## src/verilog/controlPkg.sv

```systemverilog
`default_nettype none

package controlPkg;

	typedef enum logic [6:0]
	{
		opcLoad   = 7'b0000011,
		opcFLoad  = 7'b0000111,
		opcOpImm  = 7'b0010011,
		opcAuipc  = 7'b0010111,
		opcStore  = 7'b0100011,
		opcFStore = 7'b0100111,
		opcRType  = 7'b0110011,
		opcLui    = 7'b0110111,
		opcFRType = 7'b1010011,
		opcBranch = 7'b1100011,
		opcJalr   = 7'b1100111,
		opcJal    = 7'b1101111
	} opcodeE;

	typedef enum logic [4:0]
	{
		opNull, opAdd, opSub, opSll, opSlt, opSltu, opXor, opSrl, opSra, opOr, opAnd, opLui,
		opMul, opMulh, opMulhsu, opMulhu, opDiv, opDivu, opRem, opRemu
	} aluOpE;

	typedef enum logic [4:0]
	{
		fopNull, fopAdd, fopSub, fopMul, fopDiv, fopSqrt, fopMv, fopSgnj, fopSgnjn, fopSgnjx,
		fopMax, fopMin, fopCeq, fopCle, fopClt, fopCvtSW, fopCvtSWu, fopCvtWS, fopCvtWuS
	} fpuOpE;

	typedef enum logic [1:0]
	{
		wbAlu = 2'b00,
		wbPc4 = 2'b01, // Link address for JAL and JALR
		wbMem = 2'b10
	} mem2RegE;

	typedef enum logic [1:0]
	{
		pcPlus4  = 2'b00,
		pcBranch = 2'b01,
		pcJal    = 2'b10,
		pcJalr   = 2'b11
	} origPcE;

	localparam logic [6:0] funct7Base    = 7'b0000000;
	localparam logic [6:0] funct7Sub     = 7'b0100000; // Also selects SRA and SRAI
	localparam logic [6:0] funct7MulDiv  = 7'b0000001;
	localparam logic [6:0] funct7FAdd    = 7'b0000000;
	localparam logic [6:0] funct7FSub    = 7'b0000100;
	localparam logic [6:0] funct7FMul    = 7'b0001000;
	localparam logic [6:0] funct7FDiv    = 7'b0001100;
	localparam logic [6:0] funct7FSqrt   = 7'b0101100;
	localparam logic [6:0] funct7FSgnj   = 7'b0010000;
	localparam logic [6:0] funct7FMinMax = 7'b0010100;
	localparam logic [6:0] funct7FCmp    = 7'b1010000;
	localparam logic [6:0] funct7FCvtWS  = 7'b1100000; // Float to integer
	localparam logic [6:0] funct7FCvtSW  = 7'b1101000; // Integer to float
	localparam logic [6:0] funct7FMvXS   = 7'b1110000;
	localparam logic [6:0] funct7FMvSX   = 7'b1111000;

	localparam logic [4:0] rs2CvtSigned   = 5'b00000;
	localparam logic [4:0] rs2CvtUnsigned = 5'b00001;

	localparam logic [31:0] causeIllegal = 32'd2;

endpackage

`default_nettype wire

```

## src/verilog/ctrlBus.sv

```systemverilog
`timescale 1ns/100ps
`default_nettype none

interface ctrlBus;
	logic                hit;     // Opcode owned by this decoder
	logic                illegal; // Unlisted sub-field
	logic                origAAlu;
	logic                origBAlu;
	logic                regWrite;
	logic                memWrite;
	logic                memRead;
	controlPkg::mem2RegE mem2Reg;
	controlPkg::origPcE  origPc;
	controlPkg::aluOpE   aluOp;
	logic                fRegWrite;
	controlPkg::fpuOpE   fpuOp;
	logic                origAFpu;
	logic                fpu2Reg;
	logic                fWriteData;
	logic                write2Mem;
	logic                fpStart;

	modport source (output hit, illegal, origAAlu, origBAlu, regWrite, memWrite, memRead,
		mem2Reg, origPc, aluOp, fRegWrite, fpuOp, origAFpu, fpu2Reg, fWriteData, write2Mem,
		fpStart);

	modport sink (input hit, illegal, origAAlu, origBAlu, regWrite, memWrite, memRead,
		mem2Reg, origPc, aluOp, fRegWrite, fpuOp, origAFpu, fpu2Reg, fWriteData, write2Mem,
		fpStart);
endinterface

`default_nettype wire

```

## src/verilog/intDecoder.sv

```systemverilog
`timescale 1ns/100ps
`default_nettype none

module intDecoder #(
	parameter bit enableMulDiv = 1'b1
) (
	input wire logic [31:0] instr,
	ctrlBus.source          bus
);

	controlPkg::opcodeE opcode;
	logic [2:0]         funct3;
	logic [6:0]         funct7;

	assign opcode = controlPkg::opcodeE'(instr[6:0]);
	assign funct3 = instr[14:12];
	assign funct7 = instr[31:25];

	// Shared by OP-IMM and R-type; immediates have no SUB
	function automatic controlPkg::aluOpE baseOp(input logic [2:0] f3, input logic alt,
		input logic allowSub);
		case (f3)
			3'b000:  baseOp = (alt && allowSub) ? controlPkg::opSub : controlPkg::opAdd;
			3'b001:  baseOp = controlPkg::opSll;
			3'b010:  baseOp = controlPkg::opSlt;
			3'b011:  baseOp = controlPkg::opSltu;
			3'b100:  baseOp = controlPkg::opXor;
			3'b101:  baseOp = alt ? controlPkg::opSra : controlPkg::opSrl;
			3'b110:  baseOp = controlPkg::opOr;
			default: baseOp = controlPkg::opAnd;
		endcase
	endfunction

	always_comb
	begin
		bus.hit        = 1'b1;
		bus.illegal    = 1'b0;
		bus.origAAlu   = 1'b0;
		bus.origBAlu   = 1'b0;
		bus.regWrite   = 1'b0;
		bus.memWrite   = 1'b0;
		bus.memRead    = 1'b0;
		bus.mem2Reg    = controlPkg::wbAlu;
		bus.origPc     = controlPkg::pcPlus4;
		bus.aluOp      = controlPkg::opAdd;
		bus.fRegWrite  = 1'b0; // FP side stays idle here
		bus.fpuOp      = controlPkg::fopNull;
		bus.origAFpu   = 1'b0;
		bus.fpu2Reg    = 1'b0;
		bus.fWriteData = 1'b0;
		bus.write2Mem  = 1'b0;
		bus.fpStart    = 1'b0;
		case (opcode)
			controlPkg::opcLoad:
			begin
				bus.origBAlu = 1'b1;
				bus.regWrite = 1'b1;
				bus.memRead  = 1'b1;
				bus.mem2Reg  = controlPkg::wbMem;
			end
			controlPkg::opcOpImm:
			begin
				bus.origBAlu = 1'b1;
				bus.regWrite = 1'b1;
				bus.aluOp    = baseOp(funct3, funct7 == controlPkg::funct7Sub, 1'b0);
			end
			controlPkg::opcAuipc:
			begin
				bus.origAAlu = 1'b1; // PC as operand A
				bus.origBAlu = 1'b1;
				bus.regWrite = 1'b1;
			end
			controlPkg::opcStore:
			begin
				bus.origBAlu = 1'b1;
				bus.memWrite = 1'b1;
			end
			controlPkg::opcRType:
			begin
				bus.regWrite = 1'b1;
				case (funct7)
					controlPkg::funct7Base,
					controlPkg::funct7Sub:
						bus.aluOp = baseOp(funct3, funct7 == controlPkg::funct7Sub, 1'b1);
					controlPkg::funct7MulDiv:
						if (enableMulDiv)
						begin
							case (funct3)
								3'b000:  bus.aluOp = controlPkg::opMul;
								3'b001:  bus.aluOp = controlPkg::opMulh;
								3'b010:  bus.aluOp = controlPkg::opMulhsu;
								3'b011:  bus.aluOp = controlPkg::opMulhu;
								3'b100:  bus.aluOp = controlPkg::opDiv;
								3'b101:  bus.aluOp = controlPkg::opDivu;
								3'b110:  bus.aluOp = controlPkg::opRem;
								default: bus.aluOp = controlPkg::opRemu;
							endcase
						end
						else
							bus.illegal = 1'b1; // M extension not built
					default: bus.illegal = 1'b1;
				endcase
			end
			controlPkg::opcLui:
			begin
				bus.origBAlu = 1'b1;
				bus.regWrite = 1'b1;
				bus.aluOp    = controlPkg::opLui;
			end
			controlPkg::opcBranch: bus.origPc = controlPkg::pcBranch;
			controlPkg::opcJalr:
			begin
				bus.regWrite = 1'b1;
				bus.mem2Reg  = controlPkg::wbPc4;
				bus.origPc   = controlPkg::pcJalr;
			end
			controlPkg::opcJal:
			begin
				bus.regWrite = 1'b1;
				bus.mem2Reg  = controlPkg::wbPc4;
				bus.origPc   = controlPkg::pcJal;
			end
			default:
			begin
				bus.hit   = 1'b0;
				bus.aluOp = controlPkg::opNull;
			end
		endcase
	end

endmodule

`default_nettype wire

```

## src/verilog/fpDecoder.sv

```systemverilog
`timescale 1ns/100ps
`default_nettype none

module fpDecoder #(
	parameter bit enableFloat = 1'b1
) (
	input wire logic [31:0] instr,
	ctrlBus.source          bus
);

	controlPkg::opcodeE opcode;
	logic [2:0]         funct3;
	logic [4:0]         rs2;
	logic [6:0]         funct7;

	assign opcode = controlPkg::opcodeE'(instr[6:0]);
	assign funct3 = instr[14:12];
	assign rs2    = instr[24:20]; // Convert variant selector
	assign funct7 = instr[31:25];

	always_comb
	begin : decode
		logic owned;
		logic bad;
		logic toInt; // Result goes to the integer file

		owned          = 1'b1;
		bad            = 1'b0;
		toInt          = 1'b0;
		bus.origAAlu   = 1'b0;
		bus.origBAlu   = 1'b0;
		bus.regWrite   = 1'b0;
		bus.memWrite   = 1'b0;
		bus.memRead    = 1'b0;
		bus.mem2Reg    = controlPkg::wbAlu;
		bus.origPc     = controlPkg::pcPlus4;
		bus.aluOp      = controlPkg::opNull;
		bus.fRegWrite  = 1'b0;
		bus.fpuOp      = controlPkg::fopNull;
		bus.origAFpu   = 1'b0;
		bus.fpu2Reg    = 1'b0;
		bus.fWriteData = 1'b0;
		bus.write2Mem  = 1'b0;
		bus.fpStart    = 1'b0;
		case (opcode)
			controlPkg::opcFRType:
			begin
				bus.fpStart  = 1'b1;
				bus.origAFpu = 1'b1;
				case (funct7)
					controlPkg::funct7FAdd:  bus.fpuOp = controlPkg::fopAdd;
					controlPkg::funct7FSub:  bus.fpuOp = controlPkg::fopSub;
					controlPkg::funct7FMul:  bus.fpuOp = controlPkg::fopMul;
					controlPkg::funct7FDiv:  bus.fpuOp = controlPkg::fopDiv;
					controlPkg::funct7FSqrt: bus.fpuOp = controlPkg::fopSqrt;
					controlPkg::funct7FMvSX:
					begin
						bus.fpuOp    = controlPkg::fopMv;
						bus.origAFpu = 1'b0; // rs1 from integer file
					end
					controlPkg::funct7FMvXS:
					begin
						bus.fpuOp = controlPkg::fopMv;
						toInt     = 1'b1;
					end
					controlPkg::funct7FSgnj:
						case (funct3)
							3'b000:  bus.fpuOp = controlPkg::fopSgnj;
							3'b001:  bus.fpuOp = controlPkg::fopSgnjn;
							3'b010:  bus.fpuOp = controlPkg::fopSgnjx;
							default: bad = 1'b1;
						endcase
					controlPkg::funct7FMinMax:
						case (funct3)
							3'b000:  bus.fpuOp = controlPkg::fopMin;
							3'b001:  bus.fpuOp = controlPkg::fopMax;
							default: bad = 1'b1;
						endcase
					controlPkg::funct7FCmp:
					begin
						toInt = 1'b1;
						case (funct3)
							3'b000:  bus.fpuOp = controlPkg::fopCle;
							3'b001:  bus.fpuOp = controlPkg::fopClt;
							3'b010:  bus.fpuOp = controlPkg::fopCeq;
							default: bad = 1'b1;
						endcase
					end
					controlPkg::funct7FCvtSW:
					begin
						bus.origAFpu = 1'b0;
						case (rs2)
							controlPkg::rs2CvtSigned:   bus.fpuOp = controlPkg::fopCvtSW;
							controlPkg::rs2CvtUnsigned: bus.fpuOp = controlPkg::fopCvtSWu;
							default:                    bad = 1'b1;
						endcase
					end
					controlPkg::funct7FCvtWS:
					begin
						toInt = 1'b1;
						case (rs2)
							controlPkg::rs2CvtSigned:   bus.fpuOp = controlPkg::fopCvtWS;
							controlPkg::rs2CvtUnsigned: bus.fpuOp = controlPkg::fopCvtWuS;
							default:                    bad = 1'b1;
						endcase
					end
					default: bad = 1'b1;
				endcase
				bus.regWrite  = toInt;
				bus.fpu2Reg   = toInt;
				bus.fRegWrite = !toInt;
			end
			controlPkg::opcFLoad:
			begin
				bus.origBAlu   = 1'b1; // Address is rs1 + imm
				bus.memRead    = 1'b1;
				bus.mem2Reg    = controlPkg::wbMem;
				bus.aluOp      = controlPkg::opAdd;
				bus.fRegWrite  = 1'b1;
				bus.fWriteData = 1'b1; // FP register loaded from memory
			end
			controlPkg::opcFStore:
			begin
				bus.origBAlu  = 1'b1;
				bus.memWrite  = 1'b1;
				bus.aluOp     = controlPkg::opAdd;
				bus.write2Mem = 1'b1; // Store data from FP file
			end
			default: owned = 1'b0;
		endcase
		bus.hit     = owned && enableFloat;
		bus.illegal = bad && bus.hit;
	end

endmodule

`default_nettype wire

```

## src/verilog/decodeStage.sv

```systemverilog
`timescale 1ns/100ps
`default_nettype none

module decodeStage (
	input wire logic            clk,
	input wire logic            arstN,
	input wire logic            instrValid,
	ctrlBus.sink                intBus,
	ctrlBus.sink                fpBus,
	output logic                ctrlValid,
	output logic                origAAlu,
	output logic                origBAlu,
	output logic                regWrite,
	output logic                memWrite,
	output logic                memRead,
	output controlPkg::mem2RegE mem2Reg,
	output controlPkg::origPcE  origPc,
	output controlPkg::aluOpE   aluOp,
	output logic                fRegWrite,
	output controlPkg::fpuOpE   fpuOp,
	output logic                origAFpu,
	output logic                fpu2Reg,
	output logic                fWriteData,
	output logic                write2Mem,
	output logic                fpStart,
	output logic                pcOrUtvec,
	output logic                csrWrite,
	output logic [31:0]         ucause
);

	typedef struct packed {
		logic                origAAlu;
		logic                origBAlu;
		logic                regWrite;
		logic                memWrite;
		logic                memRead;
		controlPkg::mem2RegE mem2Reg;
		controlPkg::origPcE  origPc;
		controlPkg::aluOpE   aluOp;
		logic                fRegWrite;
		controlPkg::fpuOpE   fpuOp;
		logic                origAFpu;
		logic                fpu2Reg;
		logic                fWriteData;
		logic                write2Mem;
		logic                fpStart;
		logic                pcOrUtvec;
		logic                csrWrite;
	} bundleT;

	bundleT intB;
	bundleT fpB;
	bundleT nextB;
	bundleT regB;

	assign intB = '{intBus.origAAlu, intBus.origBAlu, intBus.regWrite, intBus.memWrite,
		intBus.memRead, intBus.mem2Reg, intBus.origPc, intBus.aluOp, intBus.fRegWrite,
		intBus.fpuOp, intBus.origAFpu, intBus.fpu2Reg, intBus.fWriteData, intBus.write2Mem,
		intBus.fpStart, 1'b0, 1'b0};
	assign fpB = '{fpBus.origAAlu, fpBus.origBAlu, fpBus.regWrite, fpBus.memWrite,
		fpBus.memRead, fpBus.mem2Reg, fpBus.origPc, fpBus.aluOp, fpBus.fRegWrite,
		fpBus.fpuOp, fpBus.origAFpu, fpBus.fpu2Reg, fpBus.fWriteData, fpBus.write2Mem,
		fpBus.fpStart, 1'b0, 1'b0};

	always_comb
	begin
		nextB = '0; // Idle bundle, also used for empty slots
		if (instrValid)
		begin
			if (intBus.hit && !intBus.illegal)
				nextB = intB;
			else if (fpBus.hit && !fpBus.illegal)
				nextB = fpB;
			else
			begin
				nextB.pcOrUtvec = 1'b1; // Jump to trap vector
				nextB.csrWrite  = 1'b1;
			end
		end
	end

	always_ff @(posedge clk or negedge arstN)
	begin
		if (!arstN)
		begin
			ctrlValid <= 1'b0;
			regB      <= '0;
		end
		else
		begin
			ctrlValid <= instrValid;
			regB      <= nextB;
		end
	end

	assign origAAlu   = regB.origAAlu;
	assign origBAlu   = regB.origBAlu;
	assign regWrite   = regB.regWrite;
	assign memWrite   = regB.memWrite;
	assign memRead    = regB.memRead;
	assign mem2Reg    = regB.mem2Reg;
	assign origPc     = regB.origPc;
	assign aluOp      = regB.aluOp;
	assign fRegWrite  = regB.fRegWrite;
	assign fpuOp      = regB.fpuOp;
	assign origAFpu   = regB.origAFpu;
	assign fpu2Reg    = regB.fpu2Reg;
	assign fWriteData = regB.fWriteData;
	assign write2Mem  = regB.write2Mem;
	assign fpStart    = regB.fpStart;
	assign pcOrUtvec  = regB.pcOrUtvec;
	assign csrWrite   = regB.csrWrite;
	assign ucause     = regB.pcOrUtvec ? controlPkg::causeIllegal : 32'd0; // Only cause raised

endmodule

`default_nettype wire

```

## src/verilog/controlUnit.sv

```systemverilog
`timescale 1ns/100ps
`default_nettype none

module controlUnit #(
	parameter bit enableFloat  = 1'b1,
	parameter bit enableMulDiv = 1'b1
) (
	input wire logic            clk,
	input wire logic            arstN,
	input wire logic            instrValid,
	input wire logic [31:0]     instr,
	output logic                ctrlValid,
	output logic                origAAlu,
	output logic                origBAlu,
	output logic                regWrite,
	output logic                memWrite,
	output logic                memRead,
	output controlPkg::mem2RegE mem2Reg,
	output controlPkg::origPcE  origPc,
	output controlPkg::aluOpE   aluOp,
	output logic                fRegWrite,
	output controlPkg::fpuOpE   fpuOp,
	output logic                origAFpu,
	output logic                fpu2Reg,
	output logic                fWriteData,
	output logic                write2Mem,
	output logic                fpStart,
	output logic                pcOrUtvec,
	output logic                csrWrite,
	output logic [31:0]         ucause
);

	ctrlBus intBus ();
	ctrlBus fpBus ();

	intDecoder #(
		.enableMulDiv(enableMulDiv)
	) u_intDecoder (
		.instr(instr),
		.bus  (intBus)
	);

	fpDecoder #(
		.enableFloat(enableFloat)
	) u_fpDecoder (
		.instr(instr),
		.bus  (fpBus)
	);

	decodeStage u_decodeStage (
		.clk       (clk),
		.arstN     (arstN),
		.instrValid(instrValid),
		.intBus    (intBus),
		.fpBus     (fpBus),
		.ctrlValid (ctrlValid),
		.origAAlu  (origAAlu),
		.origBAlu  (origBAlu),
		.regWrite  (regWrite),
		.memWrite  (memWrite),
		.memRead   (memRead),
		.mem2Reg   (mem2Reg),
		.origPc    (origPc),
		.aluOp     (aluOp),
		.fRegWrite (fRegWrite),
		.fpuOp     (fpuOp),
		.origAFpu  (origAFpu),
		.fpu2Reg   (fpu2Reg),
		.fWriteData(fWriteData),
		.write2Mem (write2Mem),
		.fpStart   (fpStart),
		.pcOrUtvec (pcOrUtvec),
		.csrWrite  (csrWrite),
		.ucause    (ucause)
	);

endmodule

`default_nettype wire

```

## config.mk

```make
export PLATFORM = sky130hd
export DESIGN_NAME = controlUnit
export DESIGN_NICKNAME = d
export VERILOG_FILES = /design/src/verilog/controlPkg.sv /design/src/verilog/ctrlBus.sv /design/src/verilog/intDecoder.sv /design/src/verilog/fpDecoder.sv /design/src/verilog/decodeStage.sv /design/src/verilog/controlUnit.sv
export SDC_FILE = /design/constraint.sdc
export NUM_CORES = 1
export LEC_CHECK = 0
export ABC_AREA = 1
export BUFFER_PORTS_ARGS = -buffer_cell sky130_fd_sc_hd__buf_4
export CAP_MARGIN = 5
export CORE_ASPECT_RATIO = 1.5
export CORE_MARGIN = 2
export CORE_UTILIZATION = 51
export DETAILED_ROUTE_END_ITERATION = 10
export PLACE_DENSITY = 0.86
export SYNTH_ARGS = -nofsm -noshare
export SYNTH_HDL_FRONTEND = slang
export SYNTH_SLANG_ARGS = --single-unit
export TNS_END_PERCENT = 20
```

## constraint.sdc

```tcl
create_clock -name clk -period 1.6 [get_ports clk]
set_input_delay 0.32 -clock clk [delete_from_list [all_inputs] [get_ports clk]]
set_output_delay 0.32 -clock clk [all_outputs]
set_load 0.03 [all_outputs]
```

; ---- Word level (Yosys, flattened, before mapping)
; Index checks and enable logic that the tools add are counted.
[word_totals]
input_bits = 35
output_inout_bits = 60
n_memories = 0
romBits = 0
wordCells = 124
ff_bits = 28
latch_bits = 0
mem_bits_rw = 0
[op_classes]
mul = 0
shifts = 0
n_lt_le_gt_ge = 0
n_mux = 47
add_sub_neg = 0
bitwise = 0
n_eq_ne = 32
n_reduce_logical = 27
div_mod_pow = 0
[ops]
columns = cell, n
row1 = $pmux W5 S7, 3
row2 = $eq A7 B7 Y1 const B, 9
row3 = $pmux W5 S11, 1
row4 = $mux W27, 2
row5 = $eq A7 B6 Y1 const B, 6
row6 = $pmux W5 S2, 3
row7 = $eq A7 B5 Y1 const B, 4
row8 = $mux W24, 1
row9 = $pmux W4 S3, 2
row10 = $mux W1, 23
row11 = $pmux W5 S4, 1
row12 = $reduce_or A2 Y1, 9
row13 = $eq A7 B3 Y1 const B, 2
row14 = $eq A7 B4 Y1 const B, 2
row15 = $reduce_or A7 Y1, 2
row16 = $reduce_or A3 Y1, 4
row17 = $eq A3 B3 Y1 const B, 3
row18 = $reduce_or A9 Y1, 1
row19 = $mux W2, 4
row20 = $pmux W4 S2, 1
row21 = $eq A7 B1 Y1 const B, 1
row22 = $eq A7 B2 Y1 const B, 1
row23 = $logic_not A7 Y1, 1
row24 = $eq A3 B2 Y1 const B, 2
row25 = other kinds (14), 18

; ---- Depth between registers and ports, before layout
; Gate-level depths: netlist of run 1.
[logic_depth]
word_depth = 11
mapped_depth = 11
ltp_nobuf = 11

; ---- Cells and area by module
; From an unflattened synthesis of run 1, not the netlist that was laid out.
[hier_totals]
cells_unflattened = 488
hier_area_um2 = 3124.2
[modules_own_cells]
columns = module, cells_each, area_each_um2, n_inst, seq_area_each_um2
row1 = decodeStage, 228, 1834.3, 1, 675.6
row2 = fpDecoder, 143, 668.1, 1, 0.0
row3 = intDecoder, 117, 621.8, 1, 0.0

; ---- Least setup slack after synthesis of run 1
; Ideal clock, no wire load.
[synth_timing]
path_type = input -> register
start = in instr[14]
end = reg u_decodeStage.regB (netlist bit u_decodeStage.fpuOp[2])
t_arrival_ns = 1.198
required_time_ns = 1.468
cell_stages = 8
path_slack_ns = 0.271
setup_ns = 0.132
n_path_buf = 1
path_cell_list = buf_2 -> inv_1 -> nand2_1 -> inv_1 -> o21ai_0 -> nand2_1 -> nor3b_1 -> nor3_1
[synth_rtl]
columns = element, line_no
row1 = "start, declared", controlUnit.sv:11  ; input wire logic [31:0] instr,
row2 = "end signal, assigned", decodeStage.sv:92  ; regB <= nextB;
row3 = "end, declared", decodeStage.sv:54  ; bundleT regB;

==> results.sh, run 1 <==
export IMPL_die_x_um=56.0
export IMPL_clk_pin_slew_ns=0.08
export IMPL_syn_area_um2=2070
export IMPL_cts_setup_buffers=0
export IMPL_chipHeight_um=82.0
export IMPL_root_buffer="clkbuf_8"
export IMPL_fin_util_pct=63.8
export IMPL_required_ns=1.77
export IMPL_critPathLaunchType="input pin"
export IMPL_fmax_ghz=0.720
export IMPL_yosysMostFrequentCell="nand2_1"
export IMPL_num_vias=1918
export IMPL_hold_slack_ns=0.222
export IMPL_synth_edf_count=0
export IMPL_start_util_pct=52.8
export IMPL_setup_violations_final=0
export IMPL_grt_pass1_wl_mm=6.95
export IMPL_drc=0
export IMPL_max_cap_violations=0
export IMPL_antenna_left=0
export IMPL_clock_path_buffers=2
export IMPL_port_buffers=53
export IMPL_placed_area_um2=2450
export IMPL_syn2layout_area_growth_pct=20.9
export IMPL_min_period_ns=1.39
export IMPL_fin_tns_setup_ns=0
export IMPL_synthTopCellsByArea="dfrtp_1, buf_4, nand2_1"
export IMPL_arrival_ns=1.56
export IMPL_synth_top_area_share_pct=32.6
export IMPL_fin_ws_ns=0.210
export IMPL_grt_start_max_net_pins=28
export IMPL_gp_congestion=0.860
export IMPL_cp_max_fo=6
export IMPL_first_pass_iters=4
export IMPL_yosys_top_cells_count="nand2_1, nor2_1, buf_4"
export IMPL_core_um2=3920
export IMPL_ctsResizeCount=0
export IMPL_hold_viol=0
export IMPL_synth_ff_type="dfrtp_1"
export IMPL_first_global_vias=1746
export IMPL_avgViaCountPerCell=4.77
export IMPL_clock_sinks=27
export IMPL_synth_warnings=0
export IMPL_powerDensity_nw_per_um2=562
export IMPL_cts_buffers=3
export IMPL_synth_cells=295
export IMPL_cp_end_kind="register"
export IMPL_gr_total_overflow=0
export IMPL_track_usage_pct=18.7
export IMPL_cts_hold_buf=1
export IMPL_drive_above_1_share_pct=30.5
export IMPL_hpwl_mm=3.59
export IMPL_ir_worst_vdd_mv=0.533
export IMPL_synth_seq_area_share_pct=32.6
export IMPL_fillers=366
export IMPL_final_area_um2=2500
export IMPL_synth_cell_type_count=29
export IMPL_cts_tree="done"
export IMPL_crit_type="in2reg"
export IMPL_drt_total_wl_mm=4.22
export IMPL_wl_per_cell_um=10.5
export IMPL_cts_max_level=1
export IMPL_row_count=28
export IMPL_final_max_slew_violation_count=0
export IMPL_layout_nets=393
export IMPL_period_share_pct=86.9
export IMPL_diodes=0
export IMPL_hold_path_class="in2reg"
export IMPL_postSynthAreaPerCell_um2=7.02
export IMPL_yosys_register_bits=27
export IMPL_status="complete, no violations"
export IMPL_dp_slack_ns=-0.0515
export IMPL_synth_largest_area_cell="dfrtp_1"
export IMPL_synth_async_reset_ratio_pct=100
export IMPL_dieArea_um2=4600
export IMPL_rsz0062_at_grt="no"
export IMPL_antenna_found_initial=0
export IMPL_first_iter_violations=41
export IMPL_io_pins=95
export IMPL_leakage_nw=1.41
## power by group
group          internal (mW)  switching, mW
combinational         0.0970          0.257
clock                  0.178          0.186
sequential             0.688        0.00229
## cells by family (layout without fill, tap and decap cells)
logic type / count (synthesis) / in the layout / synth area share [%]
flip-flops: 27 / 27 / 32.6
AND/OR/NAND/NOR: 177 / 177 / 42.7
other: 1 / 31 / 0.181
buffers and inverters: 70 / 102 / 18.9
AO/OA/AOI/OAI: 20 / 20 / 5.62
## cells in the final DEF (no fill, tap or decap)
cell            n
nor3b_1         1
clkbuf_8        3
clkbuf_1        1
dlygate4sd3_1   1
nor3_2          2
nand2_1        61
a21oi_1         8
dfrtp_1        27
nand2_4         4
conb_1         31
inv_2           6
buf_4          62
and3_2          1
nor2_1         39
nand2_2         9
a22oi_1         1
o21ai_0         6
inv_4           1
nand4_1         1
nand3_4         1
o21ai_2         2
nor3_1         12
nor2_4          6
inv_1          28
o211ai_1        2
nor2_2         11
nand3b_2        1
a31oi_1         1
nand3_1        27
nor4_1          1
## path summary, 6_finish.rpt
check | slack [ns] | cells past startpoint | end | startpoint
max | 0.21 | 10 | u_decodeStage.aluOp[4] | instr[2]
min | 0.22 | 1 | u_decodeStage.ctrlValid | instrValid
max in group asynchronous | 0.87 | 2 | u_decodeStage.fpuOp[4] | arstN
min in group asynchronous | 0.49 | 2 | u_decodeStage.origPc[0] | arstN
## stage by stage
stage / power (mW) / instances
6_report: 1.41 / 402
5_1_grt: 1.47 / 402
3_5_place_dp: 1.05 / 397
4_1_cts: 1.41 / 402
3_3_place_gp: 1.05 / 397
2_1_floorplan: 0.998 / 325
## layer usage
layer,global-route usage (%),vias up,routed length (um)
met5,0,-,0
met4,9.52,0,130
met3,1.57,13,222
met2,38.2,75,2310
met1,18.3,843,1560
li1,-,987,-
## registers in the layout (all words and copies together), names as in the netlist, 2 cells and up
signal / flops
u_decodeStage.aluOp: 5
u_decodeStage.fpuOp: 5
u_decodeStage.mem2Reg: 2
u_decodeStage.origPc: 2
## final cells by class
cell class	count	area, um^2	area share (%)
clock buffers	4	45.0	1.80
inverters	35	134	5.35
multi-input cells	228	1120	44.6
flip-flops and latches	27	676	27.0
well taps	45	56.3	2.25
repair buffers	63	475	19.0
## worst max-delay path, cell delays in order
cell and delay, ns:
buf_4 0.11, inv_1 0.07, nand2_1 0.06, nor2_2 0.17
nand2_1 0.14, inv_4 0.13, nor2_4 0.05, nand3_4 0.09
nand3_1 0.17, nor3_1 0.24
No activity file was read; power rests on OpenSTA's default activity.
==> run 2, diff against run 1 <==
--- a/config.mk
+++ b/config.mk
@@ -6,13 +6,13 @@
 export NUM_CORES = 1
 export LEC_CHECK = 0
 export ABC_AREA = 1
-export BUFFER_PORTS_ARGS = -buffer_cell sky130_fd_sc_hd__buf_4
 export CAP_MARGIN = 5
 export CORE_ASPECT_RATIO = 1.5
 export CORE_MARGIN = 2
-export CORE_UTILIZATION = 51
+export CORE_UTILIZATION = 68
 export DETAILED_ROUTE_END_ITERATION = 10
-export PLACE_DENSITY = 0.86
+export DONT_BUFFER_PORTS = 1
+export PLACE_DENSITY = 0.84
 export SYNTH_ARGS = -nofsm -noshare
 export SYNTH_HDL_FRONTEND = slang
 export SYNTH_SLANG_ARGS = --single-unit
==> results.sh, run 2 (synthesis results as in run 1) <==
export IMPL_status="complete, no violations"
export IMPL_clock_sinks=27
export IMPL_fin_ws_ns=0.343
export IMPL_fin_tns_setup_ns=0
export IMPL_rsz0062_at_grt="no"
export IMPL_avgViaCountPerCell=5.17
export IMPL_cts_tree="done"
export IMPL_layout_common_cells="nand2_1, nor2_1, conb_1, inv_1"
export IMPL_leakage_nw=1.13
export IMPL_arrival_ns=1.42
export IMPL_core_um2=2910
export IMPL_root_buffer="clkbuf_8"
export IMPL_grt_pass1_wl_mm=6.77
export IMPL_power_share_sequential_pct=51.9
export IMPL_min_from="instrValid"
export IMPL_drc=0
export IMPL_hold_path_class="in2reg"
export IMPL_die_x_um=49.1
export IMPL_critPathLaunchType="input pin"
export IMPL_num_vias=1754
export IMPL_first_pass_iters=5
export IMPL_crit_type="in2reg"
export IMPL_gr_total_overflow=0
export IMPL_row_count=24
export IMPL_dieArea_um2=3510
export IMPL_syn2layout_area_growth_pct=0.665
export IMPL_max_cap_violations=0
export IMPL_fmax_ghz=0.796
export IMPL_fin_util_pct=71.6
export IMPL_cts_hold_buf=2
export IMPL_period_share_pct=78.6
export IMPL_diodes=0
export IMPL_layout_nets=336
export IMPL_final_area_um2=2080
export IMPL_first_global_vias=1630
export IMPL_layout_commonest_cell="nand2_1"
export IMPL_wl_per_cell_um=11.7
export IMPL_comb_power_share_pct=19.7
export IMPL_final_max_slew_violation_count=0
export IMPL_cts_setup_buffers=0
export IMPL_min_period_ns=1.26
export IMPL_port_buffers=0
export IMPL_clock_path_buffers=2
export IMPL_cts_max_level=1
export IMPL_p_clk_share_pct=28.4
export IMPL_switching_share_pct=31.9
export IMPL_ir_worst_vdd_mv=0.393
export IMPL_dp_slack_ns=0.0644
export IMPL_track_usage_pct=24.3
export IMPL_antenna_left=0
export IMPL_cp_end_kind="register"
export IMPL_grt_start_max_net_pins=28
export IMPL_gp_congestion=0.853
export IMPL_hold_viol=0
export IMPL_power_switching_mw=0.429
export IMPL_p_int_mw=0.916
export IMPL_antenna_found_initial=0
export IMPL_cp_max_fo=7
export IMPL_min_to="u_decodeStage.ctrlValid"
export IMPL_cts_buffers=3
export IMPL_drive_above_1_share_pct=17.7
export IMPL_io_pins=95
export IMPL_hpwl_mm=3.22
export IMPL_placed_area_um2=2010
export IMPL_hold_slack_ns=0.0699
export IMPL_whs_path_depth=0
export IMPL_ctsResizeCount=0
export IMPL_start_util_pct=71.1
export IMPL_drt_total_wl_mm=3.95
export IMPL_powerDensity_nw_per_um2=646
export IMPL_required_ns=1.77
export IMPL_clk_pin_slew_ns=0.09
export IMPL_first_iter_violations=64
export IMPL_setup_violations_final=0
export IMPL_chipHeight_um=71.6
run 2: worst max-delay path, stage by stage:
cell     delay [ns]
nor2_4         0.17
nand3_1        0.20
a21oi_1        0.25
nand2_1        0.11
nand3_1        0.15
nor2_4         0.06
nand3_1        0.10
nand2_1        0.06
run 2: routing by layer:
metal  track usage, %  wire length (um)  vias up
met5                0                 0        -
met4             12.1               108        0
met3             2.71               216       11
met2             45.7              2220       73
met1             26.6              1410      797
li1                 -                 -      873
run 2: layout make-up:
cell class | instances | area (um^2)
multi-input cells | 228 | 1120
clock inverters | 1 | 7.51
clock buffers | 3 | 41.3
repair buffers | 6 | 60.1
fillers | 270 | 828
well taps | 39 | 48.8
flip-flops and latches | 27 | 676
inverters | 35 | 134
run 2: per-stage QoR:
stage	cells	power, mW
after floorplan	325	0.998
after global placement	333	0.951
after detailed placement	333	0.954
after CTS	339	1.35
after global routing	339	1.40
final	339	1.35
run 2: worst max path at each step:
stage               from                     end  slack, ns
2_1_floorplan  instr[14]  u_decodeStage.fpuOp[2]       0.27
3_3_place_gp    instr[2]  u_decodeStage.aluOp[4]       0.09
3_5_place_dp   instr[25]  u_decodeStage.regWrite       0.06
4_1_cts        instr[25]  u_decodeStage.regWrite       0.36
5_1_grt        instr[25]  u_decodeStage.regWrite       0.22
6_report       instr[25]  u_decodeStage.regWrite       0.34
run 2: power by group through the flow:
stage	Combinational [mW]	Sequential (mW)	Clock (mW)
6_report	0.265	0.698	0.382
5_1_grt	0.289	0.699	0.415
4_1_cts	0.264	0.699	0.391
3_5_place_dp	0.242	0.712	0
3_3_place_gp	0.239	0.712	0
2_1_floorplan	0.281	0.717	0
